File: src/common/memStagePkg.sv
package memStagePkg;

    // ~~~~~~~~~~~~~~~~~~~~~~~~~~~~~~~~~~~~~~~~~~~~~~~~~~~~~~~~~~~~~~~~~~~~~~
    // cache geometry
    // ~~~~~~~~~~~~~~~~~~~~~~~~~~~~~~~~~~~~~~~~~~~~~~~~~~~~~~~~~~~~~~~~~~~~~~
    localparam int cacheLines = 64;
    localparam int indexBits = 6;
    // word lines, so two offset bits below the index
    localparam int tagBits = 32 - indexBits - 2;
    // kseg1 style window, never cached
    localparam logic [2:0] uncachedSeg = 3'b101;

    // ~~~~~~~~~~~~~~~~~~~~~~~~~~~~~~~~~~~~~~~~~~~~~~~~~~~~~~~~~~~~~~~~~~~~~~
    // memory operations
    // ~~~~~~~~~~~~~~~~~~~~~~~~~~~~~~~~~~~~~~~~~~~~~~~~~~~~~~~~~~~~~~~~~~~~~~
    typedef enum logic [3:0] {
        opNone,
        opLb,
        opLbu,
        opLh,
        opLhu,
        opLw,
        opLwl,
        opLwr,
        opSb,
        opSh,
        opSw,
        opSwl
    } memOpE;

    // ~~~~~~~~~~~~~~~~~~~~~~~~~~~~~~~~~~~~~~~~~~~~~~~~~~~~~~~~~~~~~~~~~~~~~~
    // pipeline bundles
    // ~~~~~~~~~~~~~~~~~~~~~~~~~~~~~~~~~~~~~~~~~~~~~~~~~~~~~~~~~~~~~~~~~~~~~~
    typedef struct packed {
        logic [31:0] pc;
        memOpE       op;
        // alu result, address or pass-through data
        logic [31:0] addr;
        logic [31:0] storeData;
        logic [4:0]  rtId;
        logic        regWe;
        logic [4:0]  regNum;
        logic [3:0]  t;
    } exStageS;

    typedef struct packed {
        logic        regWe;
        logic [3:0]  regWeBytes;
        logic [4:0]  regId;
        logic [31:0] data;
        logic [31:0] pc;
        logic [3:0]  t;
    } memStageS;

    // ~~~~~~~~~~~~~~~~~~~~~~~~~~~~~~~~~~~~~~~~~~~~~~~~~~~~~~~~~~~~~~~~~~~~~~
    // stage to cache, cache to bus master
    // ~~~~~~~~~~~~~~~~~~~~~~~~~~~~~~~~~~~~~~~~~~~~~~~~~~~~~~~~~~~~~~~~~~~~~~
    typedef struct packed {
        logic        valid;
        logic        we;
        logic [31:0] addr;
        logic [31:0] wdata;
        logic [3:0]  sel;
    } cacheReqS;

    typedef struct packed {
        logic        valid;
        logic        we;
        logic [31:0] addr;
        logic [31:0] wdata;
        logic [3:0]  sel;
    } busReqS;

    // wishbone classic
    typedef struct packed {
        logic        cyc;
        logic        stb;
        logic        we;
        logic [31:0] adr;
        logic [31:0] datW;
        logic [3:0]  sel;
    } wbOutS;

    typedef struct packed {
        logic [31:0] datR;
        logic        ack;
    } wbInS;

endpackage

File: src/wbMaster.sv
module wbMaster (
    input  logic                 Clk,
    input  logic                 rstN,
    input  memStagePkg::busReqS  busReq,
    output logic                 busDone,
    output logic [31:0]          busRdata,
    output memStagePkg::wbOutS   wbOut,
    input  memStagePkg::wbInS    wbIn
);
    import memStagePkg::*;

    typedef enum logic {
        mIdle,
        mActive
    } wbStateE;

    wbStateE state;

    // ack only counts inside our own cycle
    assign busDone = (state == mActive) && wbIn.ack;

    always_ff @(posedge Clk) begin
        if (!rstN) begin
            state <= mIdle;
            wbOut.cyc <= 1'b0;
            wbOut.stb <= 1'b0;
        end else begin
            unique case (state)
                mIdle: begin
                    if (busReq.valid) begin
                        state <= mActive;
                        wbOut.cyc <= 1'b1;
                        wbOut.stb <= 1'b1;
                        wbOut.we <= busReq.we;
                        // word address, lanes picked by sel
                        wbOut.adr <= {busReq.addr[31:2], 2'b00};
                        wbOut.datW <= busReq.wdata;
                        wbOut.sel <= busReq.sel;
                    end
                end
                mActive: begin
                    if (wbIn.ack) begin
                        state <= mIdle;
                        wbOut.cyc <= 1'b0;
                        wbOut.stb <= 1'b0;
                    end
                end
                default: begin
                    state <= mIdle;
                end
            endcase
        end
    end

    always_ff @(posedge Clk) begin
        if (busDone) begin
            busRdata <= wbIn.datR;
        end
    end

endmodule

File: config.mk
export PLATFORM = sky130hd
export DESIGN_NAME = wbMaster
export DESIGN_NICKNAME = d
export VERILOG_FILES = /design/src/common/memStagePkg.sv /design/src/wbMaster.sv
export SDC_FILE = /design/constraint.sdc
export NUM_CORES = 1
export LEC_CHECK = 0
export CORE_ASPECT_RATIO = 1.25
export CORE_MARGIN = 2
export CORE_UTILIZATION = 50
export CTS_BUF_LIST = sky130_fd_sc_hd__clkbuf_4 sky130_fd_sc_hd__clkbuf_8
export CTS_CLUSTER_DIAMETER = 120
export CTS_CLUSTER_SIZE = 25
export DETAILED_ROUTE_END_ITERATION = 8
export DONT_BUFFER_PORTS = 1
export PLACE_DENSITY = 0.73
export SLEW_MARGIN = 20
export SYNTH_ARGS = -nofsm -noshare
export SYNTH_HDL_FRONTEND = slang
export SYNTH_SLANG_ARGS = --single-unit
File: constraint.sdc
create_clock -name Clk -period 3.1 [get_ports Clk]
set_clock_uncertainty 0.1 [all_clocks]
set_input_delay 0.62 -clock Clk [delete_from_list [all_inputs] [get_ports Clk]]
set_output_delay 0.62 -clock Clk [all_outputs]
set_load 0.05 [all_outputs]
; After elaboration in Yosys (flattened, before gate mapping)
; Cells that the tools add are included.
[word_totals]
regBits = 102
input_bits = 105
output_inout_bits = 104
elab_cells = 20
[classes]
eq_ne = 2
mux = 6
n_bitwise = 1
reduce_logical = 3
[op_table]
columns = op, n
row1 = 71-bit 2-to-1 mux, 1
row2 = 2-bit inequality test (second input constant), 2
row3 = 2-bit case mux with 2 select lines, 1
row4 = 3-bit AND reduction, 1
row5 = 1-bit 2-to-1 mux, 2
row6 = 2-bit 2-to-1 mux, 1
row7 = 1-bit case mux with 2 select lines, 1
row8 = 2-bit AND reduction, 1
row9 = 1-bit logical AND, 1
row10 = 1-bit inverter, 1

; Longest topological paths before layout
[depth]
ltp_word = 3
mapped_depth = 2
depth_no_buf = 2

; Worst setup path after synthesis
; Ideal clock, no wire load.
[synth_path]
kind = in2reg
from = input port busReq[69] (netlist name)
to = register wbOut[0] (netlist name) (enable)
setup_time_ns = 0.433
arrival_ns = 2.265
t_required_ns = 2.567
slack_ns = 0.302
cell_stages = 1
n_path_buf = 0
cell_sequence = and3b_1
[synth_between]
elab_chain_cells = 1
[synth_rtl]
columns = item, line
row1 = from (decl), wbMaster.sv:4  ; input memStagePkg::busReqS busReq,
row2 = 3-bit AND reduction (no source line), n/a
row3 = to (decl), wbMaster.sv:7  ; output memStagePkg::wbOutS wbOut,
; Every way passes these cells.
; A chain may end at the register's enable or synchronous reset.

==> flow_results.xml <==
<?xml version="1.0" encoding="UTF-8"?>
<metrics>
  <group name="outcome">
    <metric name="run_status" unit="">completed</metric>
  </group>
  <group name="route">
    <metric name="wl_met1" unit="µm">1570</metric>
    <metric name="drc" unit="">0</metric>
    <metric name="avgViaCountPerCell" unit="">5.26</metric>
    <metric name="detail_route.wirelength" unit="µm">5160</metric>
    <metric name="highest_layer" unit="">met4</metric>
    <metric name="route.vias.total" unit="">1104</metric>
    <metric name="number_of_drc_violations_after_detailed_routing_iteration_0" unit="">64</metric>
    <metric name="drt-pass1-iter-count" unit="">2</metric>
    <metric name="route.antenna.remaining_nets" unit="">0</metric>
    <metric name="route.met2.wl" unit="µm">2720</metric>
    <metric name="post_drt_wl_per_cell" unit="µm">24.6</metric>
    <metric name="met3RoutedLength" unit="µm">789</metric>
  </group>
  <group name="setup_path">
    <metric name="capture_point_of_the_critical_path" unit="">wbOut[70]</metric>
    <metric name="worst_setup_path_start_kind" unit="">register</metric>
    <metric name="path_depth" unit="">0</metric>
    <metric name="timing.critical_path.to_type" unit="">output pin</metric>
    <metric name="criticalPathCategory" unit="">reg2out</metric>
    <metric name="setup.worst_path.start" unit="">wbOut[69]</metric>
    <metric name="timing.critical_path.arrival" unit="ns">1.32</metric>
    <metric name="timing.reg2reg.worst_path_depth" unit="">2</metric>
    <metric name="critical_path.reg2reg.startpoint" unit="">state</metric>
    <metric name="worst-r2r-setup-slack" unit="ns">1.28</metric>
    <metric name="critPathMaxFanout" unit="">3</metric>
    <metric name="worstReg2RegEnd" unit="">wbOut[14]</metric>
    <metric name="worst_path_required_time" unit="ns">2.38</metric>
  </group>
  <group name="sta">
    <metric name="setup_repair_after_global_routing_missed_its_margin" unit="">no</metric>
    <metric name="hold_violations" unit="">0</metric>
    <metric name="final.hold.worst_slack" unit="ns">0.265</metric>
    <metric name="fin_crit" unit="ns">2.04</metric>
    <metric name="timing.max_slew.rel_slack" unit="">0.351</metric>
    <metric name="fmax" unit="GHz">0.491</metric>
    <metric name="timing_worst_slew_pin_value" unit="ns">0.973</metric>
    <metric name="final-setup-viol-count" unit="">0</metric>
    <metric name="post-route-worst-setup-slack" unit="ns">1.06</metric>
    <metric name="timing.final.max_slew_violations" unit="">0</metric>
    <metric name="final.period_utilization" unit="">0.657</metric>
    <metric name="final.setup.tns" unit="ns">0</metric>
  </group>
  <group name="floorplanning">
    <metric name="die_y" unit="µm">91.7</metric>
    <metric name="dieWidth" unit="µm">74.1</metric>
    <metric name="ioPinCount" unit="">209</metric>
    <metric name="placement_rows" unit="">31</metric>
    <metric name="start_util" unit="">0.525</metric>
    <metric name="design.core.area" unit="µm²">5860</metric>
    <metric name="die_area" unit="µm²">6800</metric>
  </group>
  <group name="yosys">
    <metric name="synth_ff_type" unit="">sky130_fd_sc_hd__edfxtp_1</metric>
    <metric name="postSynthRegisterBits" unit="">101</metric>
    <metric name="avgSynthCellArea" unit="µm²">27.7</metric>
    <metric name="share_of_the_synthesized_area_in_the_top_cell_type" unit="">0.967</metric>
    <metric name="yosysWarningCount" unit="">0</metric>
    <metric name="synth.yosys.seq_area_share" unit="">0.980</metric>
    <metric name="synth_edf_count" unit="">99</metric>
    <metric name="yosys.area.top_type" unit="">sky130_fd_sc_hd__edfxtp_1</metric>
    <metric name="number_of_instances_in_the_synthesized_netlist" unit="">111</metric>
    <metric name="synth_commonest_cells" unit="">sky130_fd_sc_hd__edfxtp_1, sky130_fd_sc_hd__buf_4, sky130_fd_sc_hd__dfxtp_1</metric>
    <metric name="syn_area" unit="µm²">3080</metric>
    <metric name="async_reset_ff_frac" unit="">0</metric>
    <metric name="synth_cell_type_count" unit="">10</metric>
    <metric name="synth.most_common_cell" unit="">sky130_fd_sc_hd__edfxtp_1</metric>
    <metric name="synth_top_cells_by_area" unit="">sky130_fd_sc_hd__edfxtp_1, sky130_fd_sc_hd__dfxtp_1, sky130_fd_sc_hd__buf_4, sky130_fd_sc_hd__and3b_1, sky130_fd_sc_hd__and2_2</metric>
  </group>
  <group name="grt">
    <metric name="antenna_found_initial" unit="">0</metric>
    <metric name="grt_first_pass_wirelength" unit="µm">6780</metric>
    <metric name="first_global_vias" unit="">1147</metric>
    <metric name="overflow" unit="">0</metric>
    <metric name="globalRouteTotalUtil" unit="">0.149</metric>
    <metric name="grt_start_max_net_pins" unit="">35</metric>
  </group>
  <group name="cells_and_area">
    <metric name="num-fill-cells" unit="">438</metric>
    <metric name="layout-drive-gt1-share" unit="">0.141</metric>
    <metric name="final_nets" unit="">228</metric>
    <metric name="utilization" unit="">0.576</metric>
    <metric name="synthToLayoutAreaGrowth" unit="%">9.68</metric>
    <metric name="layoutNonFillerInstCount" unit="">210</metric>
    <metric name="final_design_area_no_fill" unit="µm²">3370</metric>
    <metric name="num_antenna_cells" unit="">0</metric>
  </group>
  <group name="place">
    <metric name="dp_area" unit="µm²">3180</metric>
    <metric name="place.port_buffers" unit="">0</metric>
    <metric name="gp_congestion" unit="">0.720</metric>
    <metric name="hpwl" unit="µm">4030</metric>
    <metric name="placed_cells" unit="">194</metric>
    <metric name="place_worst_setup_slack" unit="ns">1.00</metric>
  </group>
  <group name="pwr">
    <metric name="vdd.ir_drop.worst" unit="mV">0.327</metric>
    <metric name="p_leak" unit="nW">1.06</metric>
    <metric name="post-layout-total-power" unit="mW">2.56</metric>
    <metric name="power.density_cell_area" unit="nW/µm²">760</metric>
  </group>
  <group name="clock_tree">
    <metric name="clock-sinks" unit="">101</metric>
    <metric name="clock_insertion_delay_worst_skew" unit="ns">0.34</metric>
    <metric name="cts_max_level" unit="">3</metric>
    <metric name="cts.repair_timing.setup_buffer_count" unit="">0</metric>
    <metric name="cts_made_buffers" unit="">9</metric>
    <metric name="cts-root-to-sink-buffers" unit="">2</metric>
    <metric name="clk_slew_on_worst_s_h_paths" unit="ns">0.09</metric>
    <metric name="cts_hold_repair.buffers" unit="">0</metric>
    <metric name="root_buffer" unit="">sky130_fd_sc_hd__clkbuf_8</metric>
    <metric name="clock_tree_from_tritoncts" unit="">done</metric>
    <metric name="post_cts_resized" unit="">0</metric>
  </group>
  <group name="job">
    <metric name="drv_cap" unit="">0</metric>
  </group>
  <group name="worst_hold_path">
    <metric name="hold_path_startpoint" unit="">wbIn[1]</metric>
    <metric name="hp_class" unit="">in2reg</metric>
  </group>
</metrics>
## layout by cell type (no fill, tap or decap), types with 2 or more instances in the layout
cell,n
sky130_fd_sc_hd__clkinv_4,2
sky130_fd_sc_hd__clkinv_1,3
sky130_fd_sc_hd__buf_4,3
sky130_fd_sc_hd__edfxtp_1,99
sky130_fd_sc_hd__conb_1,2
sky130_fd_sc_hd__dfxtp_1,2
sky130_fd_sc_hd__clkbuf_8,9
## how the worst min path moves through the flow
stage,end,cells after the start
floorplan,state,2
global placement,state,2
finish,busRdata[0],0
detailed placement,state,2
global route,busRdata[12],0
CTS,busRdata[0],0
## report_power, final
group	internal, mW	switching (mW)	total [mW]
combinational	0.00501	0.0335	0.0385
clock	0.367	0.386	0.753
sequential	1.57	0.203	1.77
total	1.94	0.622	2.56
## cell type report
cell class,instances,area (µm²),share of cell area
clock buffer,9,124,0.0367
clock inverter,7,66.3,0.0197
multi-input combinational,8,45.0,0.0134
sequential,101,3010,0.893
tap,82,103,0.0304
timing repair buffer,3,22.5,0.00668
## state kept, by name, indices dropped and copies added, names as in the netlist
name / flops
busRdata: 32
state: 1
wbOut: 68
## routing by layer
layer	track usage	up-vias
li1	-	461
met1	0.125	495
met2	0.256	141
met3	0.0989	7
met4	0.0727	0
met5	0	-
## logic make-up after synthesis
family          Yosys count  share of synthesized area
other cells               1                    0.00122
flops                   101                      0.980
buf+inv                   3                    0.00732
simple gates              4                    0.00773
compound gates            2                    0.00407
Power figures use the tool's default switching activity.
