## config.mk

```make
export PLATFORM = sky130hd
export DESIGN_NAME = memStage
export DESIGN_NICKNAME = d
export VERILOG_FILES = /design/src/common/memStagePkg.sv /design/src/memStage/loadAligner.sv /design/src/memStage/memStage.sv
export SDC_FILE = /design/constraint.sdc
export NUM_CORES = 1
export LEC_CHECK = 0
export BUFFER_PORTS_ARGS = -buffer_cell sky130_fd_sc_hd__buf_2
export CELL_PAD_IN_SITES_DETAIL_PLACEMENT = 1
export CELL_PAD_IN_SITES_GLOBAL_PLACEMENT = 2
export CORE_MARGIN = 2
export CORE_UTILIZATION = 27
export DETAILED_ROUTE_END_ITERATION = 16
export PLACE_DENSITY_LB_ADDON = 0.1
export SYNTH_ARGS = -nofsm -noshare
export SYNTH_HDL_FRONTEND = slang
export SYNTH_SLANG_ARGS = --single-unit
```

## constraint.sdc

```tcl
create_clock -name Clk -period 6.1 [get_ports Clk]
set_clock_uncertainty 0.2 [all_clocks]
set_input_delay 1.22 -clock Clk [delete_from_list [all_inputs] [get_ports Clk]]
set_output_delay 1.22 -clock Clk [all_outputs]
set_load 0.005 [all_outputs]
```

## src/common/memStagePkg.sv

```systemverilog
package memStagePkg;

    // ~~~~~~~~~~~~~~~~~~~~~~~~~~~~~~~~~~~~~~~~~~~~~~~~~~~~~~~~~~~~~~~~~~~~~~
    // cache geometry
    // ~~~~~~~~~~~~~~~~~~~~~~~~~~~~~~~~~~~~~~~~~~~~~~~~~~~~~~~~~~~~~~~~~~~~~~
    localparam int cacheLines = 64;
    localparam int indexBits = 6;
    // word lines, so two offset bits below the index
    localparam int tagBits = 32 - indexBits - 2;
    // kseg1 style window, never cached
    localparam logic [2:0] uncachedSeg = 3'b101;

    // ~~~~~~~~~~~~~~~~~~~~~~~~~~~~~~~~~~~~~~~~~~~~~~~~~~~~~~~~~~~~~~~~~~~~~~
    // memory operations
    // ~~~~~~~~~~~~~~~~~~~~~~~~~~~~~~~~~~~~~~~~~~~~~~~~~~~~~~~~~~~~~~~~~~~~~~
    typedef enum logic [3:0] {
        opNone,
        opLb,
        opLbu,
        opLh,
        opLhu,
        opLw,
        opLwl,
        opLwr,
        opSb,
        opSh,
        opSw,
        opSwl
    } memOpE;

    // ~~~~~~~~~~~~~~~~~~~~~~~~~~~~~~~~~~~~~~~~~~~~~~~~~~~~~~~~~~~~~~~~~~~~~~
    // pipeline bundles
    // ~~~~~~~~~~~~~~~~~~~~~~~~~~~~~~~~~~~~~~~~~~~~~~~~~~~~~~~~~~~~~~~~~~~~~~
    typedef struct packed {
        logic [31:0] pc;
        memOpE       op;
        // alu result, address or pass-through data
        logic [31:0] addr;
        logic [31:0] storeData;
        logic [4:0]  rtId;
        logic        regWe;
        logic [4:0]  regNum;
        logic [3:0]  t;
    } exStageS;

    typedef struct packed {
        logic        regWe;
        logic [3:0]  regWeBytes;
        logic [4:0]  regId;
        logic [31:0] data;
        logic [31:0] pc;
        logic [3:0]  t;
    } memStageS;

    // ~~~~~~~~~~~~~~~~~~~~~~~~~~~~~~~~~~~~~~~~~~~~~~~~~~~~~~~~~~~~~~~~~~~~~~
    // stage to cache, cache to bus master
    // ~~~~~~~~~~~~~~~~~~~~~~~~~~~~~~~~~~~~~~~~~~~~~~~~~~~~~~~~~~~~~~~~~~~~~~
    typedef struct packed {
        logic        valid;
        logic        we;
        logic [31:0] addr;
        logic [31:0] wdata;
        logic [3:0]  sel;
    } cacheReqS;

    typedef struct packed {
        logic        valid;
        logic        we;
        logic [31:0] addr;
        logic [31:0] wdata;
        logic [3:0]  sel;
    } busReqS;

    // wishbone classic
    typedef struct packed {
        logic        cyc;
        logic        stb;
        logic        we;
        logic [31:0] adr;
        logic [31:0] datW;
        logic [3:0]  sel;
    } wbOutS;

    typedef struct packed {
        logic [31:0] datR;
        logic        ack;
    } wbInS;

endpackage

```

## src/memStage/loadAligner.sv

```systemverilog
module loadAligner (
    input  memStagePkg::memOpE op,
    input  logic [1:0]         offset,
    input  logic [31:0]        rawData,
    input  logic [31:0]        passData,
    input  logic               regWe,
    output logic [31:0]        data,
    output logic [3:0]         regWeBytes
);
    import memStagePkg::*;

    logic [4:0]  laneShift;
    logic [31:0] shiftedR;
    logic [31:0] shiftedL;
    logic [3:0]  weAll;

    assign laneShift = {offset, 3'b000};
    assign shiftedR = rawData >> laneShift;
    assign shiftedL = rawData << laneShift;
    // all enables drop out when the instruction writes no register
    assign weAll = {4{regWe}};

    always_comb begin
        data = passData;
        regWeBytes = weAll;
        unique case (op)
            opLb: begin
                data = {{24{shiftedR[7]}}, shiftedR[7:0]};
            end
            opLbu: begin
                data = {24'h000000, shiftedR[7:0]};
            end
            opLh: begin
                data = {{16{shiftedR[15]}}, shiftedR[15:0]};
            end
            opLhu: begin
                data = {16'h0000, shiftedR[15:0]};
            end
            opLw: begin
                data = rawData;
            end
            // partial word, the writeback merges by byte enable
            opLwl: begin
                data = shiftedL;
                regWeBytes = weAll << (2'd3 - offset);
            end
            opLwr: begin
                data = shiftedR;
                regWeBytes = weAll >> offset;
            end
            default: begin
                data = passData;
            end
        endcase
    end

endmodule

```

## src/memStage/memStage.sv

```systemverilog
module memStage (
    input  logic                    Clk,
    input  logic                    rstN,
    input  logic                    flush,
    input  memStagePkg::exStageS    exStage,
    output memStagePkg::cacheReqS   cacheReq,
    input  logic                    cacheReady,
    input  logic [31:0]             cacheRdata,
    output logic                    memStall,
    output memStagePkg::memStageS   memOut
);
    import memStagePkg::*;

    logic        isLoad;
    logic        isStore;
    logic [1:0]  offset;
    logic [4:0]  laneShift;
    logic [31:0] rtValue;
    logic [31:0] storeWord;
    logic [3:0]  storeSel;
    logic [31:0] alignedData;
    logic [3:0]  alignedWe;
    logic [3:0]  tNext;

    assign offset = exStage.addr[1:0];
    assign laneShift = {offset, 3'b000};

    assign isLoad = exStage.op inside {opLb, opLbu, opLh, opLhu, opLw, opLwl, opLwr};
    assign isStore = exStage.op inside {opSb, opSh, opSw, opSwl};

    // ~~~~~~~~~~~~~~~~~~~~~~~~~~~~~~~~~~~~~~~~~~~~~~~~~~~~~~~~~~~~~~~~~~~~~~
    // store data path
    // ~~~~~~~~~~~~~~~~~~~~~~~~~~~~~~~~~~~~~~~~~~~~~~~~~~~~~~~~~~~~~~~~~~~~~~

    // own result from last cycle, not yet in the register file
    assign rtValue = (memOut.regWe && exStage.rtId != 5'd0 &&
                      exStage.rtId == memOut.regId) ? memOut.data : exStage.storeData;

    always_comb begin
        storeWord = rtValue;
        storeSel = 4'b1111;
        unique case (exStage.op)
            opSb: begin
                storeWord = rtValue << laneShift;
                storeSel = 4'b0001 << offset;
            end
            opSh: begin
                storeWord = rtValue << laneShift;
                storeSel = 4'b0011 << offset;
            end
            opSw: begin
                storeWord = rtValue;
                storeSel = 4'b1111;
            end
            // upper bytes of rt land in lanes 0..offset
            opSwl: begin
                storeWord = rtValue >> {2'd3 - offset, 3'b000};
                storeSel = 4'b1111 >> (2'd3 - offset);
            end
            default: begin
                storeWord = rtValue;
                storeSel = 4'b1111;
            end
        endcase
    end

    assign cacheReq.valid = isLoad || isStore;
    assign cacheReq.we = isStore;
    assign cacheReq.addr = exStage.addr;
    assign cacheReq.wdata = storeWord;
    assign cacheReq.sel = storeSel;

    // wait until the cache answers
    assign memStall = cacheReq.valid && !cacheReady;

    // ~~~~~~~~~~~~~~~~~~~~~~~~~~~~~~~~~~~~~~~~~~~~~~~~~~~~~~~~~~~~~~~~~~~~~~
    // load data path and pipeline register
    // ~~~~~~~~~~~~~~~~~~~~~~~~~~~~~~~~~~~~~~~~~~~~~~~~~~~~~~~~~~~~~~~~~~~~~~

    loadAligner aligner (
        .op         (exStage.op),
        .offset     (offset),
        .rawData    (cacheRdata),
        .passData   (exStage.addr),
        .regWe      (exStage.regWe),
        .data       (alignedData),
        .regWeBytes (alignedWe)
    );

    // countdown stops at zero
    assign tNext = (exStage.t == 4'd0) ? 4'd0 : exStage.t - 4'd1;

    always_ff @(posedge Clk) begin
        if (!rstN || flush) begin
            memOut <= '0;
        end else if (!memStall) begin
            memOut.regWe <= exStage.regWe;
            memOut.regWeBytes <= alignedWe;
            memOut.regId <= exStage.regNum;
            memOut.data <= alignedData;
            memOut.pc <= exStage.pc;
            memOut.t <= tNext;
        end
    end

endmodule

```

=== Yosys cells after proc, flatten, opt, wreduce, memory -nomap -nowiden ===
Cells that the tools add are included.
W data, S select, Z words.

* Input port bits: 151
* Output and inout bits: 149
* Register bits: 78

* Add/subtract/negate cells: 2
* Muxes and demuxes: 6
* Equality and inequality tests: 12
* Shift-type cells: 9
* Reductions and logical operators: 12

{| class="wikitable"
|+ Operators with widths
! cell !! count
|-
| $pmux W32 S7 || 1
|-
| $pmux W32 S2 || 1
|-
| $shl A32 B5 Y32 || 2
|-
| $shr A32 B5 Y32 || 2
|-
| $mux W32 || 1
|-
| $eq A4 B3 Y1 const B || 4
|-
| $eq A4 B4 Y1 const B || 4
|-
| $pmux W4 S3 || 1
|-
| $eq A4 B2 Y1 const B || 2
|-
| $pmux W4 S2 || 1
|-
| $reduce_bool A7 Y1 || 1
|-
| $eq A5 B5 Y1 || 1
|-
| $reduce_bool A5 Y1 || 1
|-
| $eq A4 B1 Y1 const B || 1
|-
| $logic_not A4 Y1 || 1
|-
| $mux W4 || 1
|-
| $reduce_bool A4 Y1 || 1
|-
| $shl A1 B2 Y4 const A || 1
|-
| $shl A2 B2 Y4 const A || 1
|-
| $shl A4 B2 Y4 || 1
|-
| $shr A4 B2 Y4 || 1
|-
| $shr A4 B2 Y4 const A || 1
|-
| $sub A4 B1 Y4 const B || 1
|-
| $logic_and A1 B1 Y1 || 3
|-
| 4 further kinds || 6
|}

=== Longest topological paths before layout ===
* Word-level depth: 6
* Gate-level depth with buffers: 10
* Depth with buffers taken out: 7

=== Cells and area by module ===
A second synthesis with hierarchy kept.

* Cells, all modules: 886
* Area, all modules: 6408.6 sq um

{| class="wikitable"
|+ Modules (own cells, without submodules)
! module !! times used !! cells an instance !! area each (sq um) !! seq. area each (sq um)
|-
| memStage || 1 || 608 || 4533.1 || 1561.5
|-
| loadAligner || 1 || 278 || 1875.5 || 0.0
|}

=== Least setup slack after synthesis ===
Ideal clock, no wire load.

* Kind: input -> output
* From: input exStage[81] (netlist bit)
* To: output cacheReq[18] (netlist bit)
* Cell stages on the path: 7
* Arrival time: 2687 ps
* Buffers on the path: 3
* Slack: 1993 ps
* Path through: buf_2 -> nand2b_1 -> clkbuf_1 -> a211oi_1 -> buf_2 -> o22a_1 -> o221ai_1

{| class="wikitable"
|+ RTL lines
! what !! RTL line !! RTL
|-
| from (decl) || memStage.sv:5 || <nowiki>input memStagePkg::exStageS exStage,</nowiki>
|-
| to (decl) || memStage.sv:6 || <nowiki>output memStagePkg::cacheReqS cacheReq,</nowiki>
|}

==> metrics list <==
- Multiplexer area fraction after synthesis: 16.2%
* Worst IR Drop VDD: 0.124 mV
- Leading post-synthesis cells by instance count: nand2_1, a21oi_1, dfxtp_1
- Ranked by flip-flop count, first place goes to memOut.
* Largest register FFs: 78
* Grt ovf: 0
* CP Data Required Time: 4680 ps
- The cell count after synthesis came out at 851.
- At the end of routability-driven placement, the weighted congestion stood at 0.838.
* Complex-gate fraction of the synthesized area: 31.7%
* Sequential cell area fraction in the yosys report: 23.9%
- Initial standard-cell utilization of the core: 27.7%
- The tree is rooted in a clkbuf_16.
- Final period utilization: 83.6%
- Overall global routing resource usage: 23.6%
- Cells traversed along the worst timing path: buf_2 > xnor2_1 > and2_1 > buf_4 > and3_2 > buf_12 > mux2i_1 > o2111ai_1 > o2bb2ai_1 > buf_2
* Tmin final: 5100 ps
- P_leak: 3.47 nW
- In the synthesized netlist the dominant register cell turns out to be dfxtp_1.
- Final Max Tran Viols: 0
* Net total in the final layout: 1217
- After synthesis, the largest family of logic cells by area is compound AO/OA/AOI/OAI gates.
* Slowest-stage cell, CP: and3_2
- After floorplanning, the core was divided into 56 placement rows.
- The netlist uses 55 different library cells.
- Post-synthesis cell type with the largest combined area: dfxtp_1
- The startpoint identified for the worst register-to-register timing path is memOut[67].
- Measured against its own limit, the worst slew margin works out to 27.8%.
* Clock tree from TritonCTS: built
* Worst Path Max Fanout: 54
- Number of cells upsized or downsized after cts: 0
- Global routing consumed, on the met1 layer, 33.1% of the routing resources.
- The flow ran to the end, and the final reports show no timing, DRC or antenna violations.
* Post-Synth XOR/XNOR Area: 0.804%
* RSZ-0062 raised after global routing: false
* Origin of the worst setup path: exStage[11]
- Critical path class: in -> out
* Combinational cell fraction of total power: 28.7%
* Antenna violations before repair: 5
- Total power density per cell area: 187 nW/µm²
- Num CTS Buffers: 9
* Synth Cell Area: 6530 µm²
* Cell types occupying the most area after synthesis: dfxtp_1, mux2i_1, nand2_1
- The path class of the tightest hold or removal check is reg -> reg.
- Warnings from Yosys: 0
* Count of routing violations after the opening detailed-route iteration: 410
- Yosys instantiated no cell more often than nand2_1.
- The H-tree generated during clock tree synthesis spans 3 levels.
- Clock Sinks: 78
* Die area: 25500 µm²
- Post-CTS timing repair inserted 0 buffers for setup.
- Derived from the worst setup path, the maximum achievable clock frequency is 196 MHz.
- Once detail routing completed, the nets flagged for antenna violations numbered 0.
- Largest registers in the final layout: memOut (78)
- Count of flip-flops with a built-in enable after synthesis: 0
- Clock latency on the worst-skew pair: 350 ps
* Proportion of netlist area held by the largest area contributor: 23.9%
- Wire length of the first global-routing pass: 46800 µm
- Detail-routed via count per cell: 5.44
- Met2 usage in global routing: 35.7%
- In this run the count of I/O pins placed on the die edge is 300.
- HPWL reported at the end of detailed placement: 23900 µm
- Width of the die: 160 µm
- The number of hold violations in the final report was 0.
- Each instance of the synthesized netlist takes up on average 7.68 µm².
* Pin count of the biggest net entering global routing: 70
- For the pin with the worst max-slew slack, the measured transition is 1080 ps.
- In this run the tool buffered the top-level ports with 299 buffer cells.
- After routing, the total negative slack on setup checks comes to 0 ps.
- Across the run, the number of max-cap violations was 0.
- Area added between synthesis and finish: 26.7%
- Final setup fails: 0
- Switching Fraction: 35.5%
* Number of buffers and inverters on the critical path: 4
* Number of global-route vias before repair: 7401
- Bufs on Longest Clock Path: 2
- Die height: 160 µm
* Final routed wirelength across all metal layers: 31400 µm
- Clock-pin slew was measured on the worst setup and hold paths at 70 ps.
- Switching Power: 551 µW
- Area of the core region: 23600 µm²
- For this run, global-route usage on met3 was measured as 5.34%.
- Most frequent CP cell: buf_2
- The largest single stage delay on the critical path is 480 ps.
- After Yosys synthesis, full adders, half adders and majority gates account for 0% of the synthesized area.
- Number of flip-flops and latches in the synthesized netlist: 78
* Startpoint class of the critical path: primary input
- Dividing the detail-routed wire length by the instance count gives 22.6 µm.
- Signal arrival time at the worst endpoint: 3680 ps
- Synthesized Nets: 1002
- In this run, the clock network consumes 35.0% of the power.
- After clock tree synthesis, the flow added hold-fix buffers numbering 0.
- Part of the power in registers: 36.3%
* Hold Crit Start: memOut[3]
- Of the total synthesized cell area, the portion taken by AND, OR, NAND and NOR gates is 17.7%.
- In the synthesized netlist the async set-or-reset flop fraction comes to 0%.
- Capturing element type of the critical path: output pin
- Broken down by cell family, the worst path's largest delay share belongs to buffers and inverters.
- DR pass1 iterations: 4
* Vias after detailed routing: 7563
* Worst-case hold slack: 248 ps
- met2 is the most crowded layer.
- Internal power comes to 1.00 mW.
- For this run, design rule violations remaining after detail routing come to 0.
* Fraction of layout instances using a drive strength above 1: 35.4%
[cell families after synthesis]
group | count (synthesis)
simple gates | 259
mux | 92
flops | 78
compound gates | 296
buf+inv | 120
xor+xnor | 6
[metal layers]
metal	share of wire, %	up-vias	routed length, µm
met5	0.19	-	60
li1	-	3579	-
met3	6.9	45	2150
met4	2.3	10	733
met1	48	3634	15000
met2	43	295	13500
[layout by cell type (no fill, tap or decap), types with 9 or more instances in the layout]
cell       count
a211oi_1      11
mux2_2        11
a221oi_1       9
o21ai_0       21
mux2i_1       64
dfxtp_1       78
buf_4         18
o221ai_1      30
a21oi_1       84
o211ai_1      11
nor2b_1       11
nor2_1        31
o22ai_1        9
nand3_1        9
nand2_1      163
o22a_1        16
nand2b_1      10
a31oi_1       58
buf_2        298
clkbuf_16      9
[path summary, 6_finish.rpt]
| check | end | slack [ps] | cells after the start |
|---|---|---|---|
| setup / recovery | cacheReq[32] | 1000 | 10 |
| hold reg to reg | memOut[3] | 250 | 2 |
| setup reg to reg | memOut[67] | 5000 | 2 |
| hold / removal | memOut[3] | 250 | 2 |
[area by class of cell]
type	count	area [µm²]
Sequential cell	78	1560
Fill cell	2994	15300
Tap cell	319	399
Clock inverter	7	62.6
Multi-Input combinational cell	653	4350
Timing Repair Buffer	317	1650
Inverter	7	26.3
Antenna cell	1	2.50
Clock buffer	9	225
[tightest hold or removal path, stage by stage (launching register included)]
cell     delay (ps)
dfxtp_1         310
nand2_1          50
a21oi_1          50
[power groups by stage]
stage	registers, mW	clock network, mW	logic [mW]
floorplan	0.563	0	0.257
global placement	0.574	0	0.444
detailed placement	0.575	0	0.444
CTS	0.563	0.555	0.446
global route	0.567	0.578	0.486
finish	0.563	0.542	0.446
[through the flow]
step	power [mW]	util (%)	instances	worst slack (ps)	instance area, µm²
after floorplan	0.820	-	851	1990	6530
after global placement	1.02	33.8	1374	1130	7990
after detailed placement	1.02	33.8	1374	1050	7990
after CTS	1.57	35.0	1390	1050	8270
after global routing	1.63	35.1	1391	900	8280
final	1.55	35.1	1391	1000	8280
Note: power is estimated with default switching activity, not from simulation.
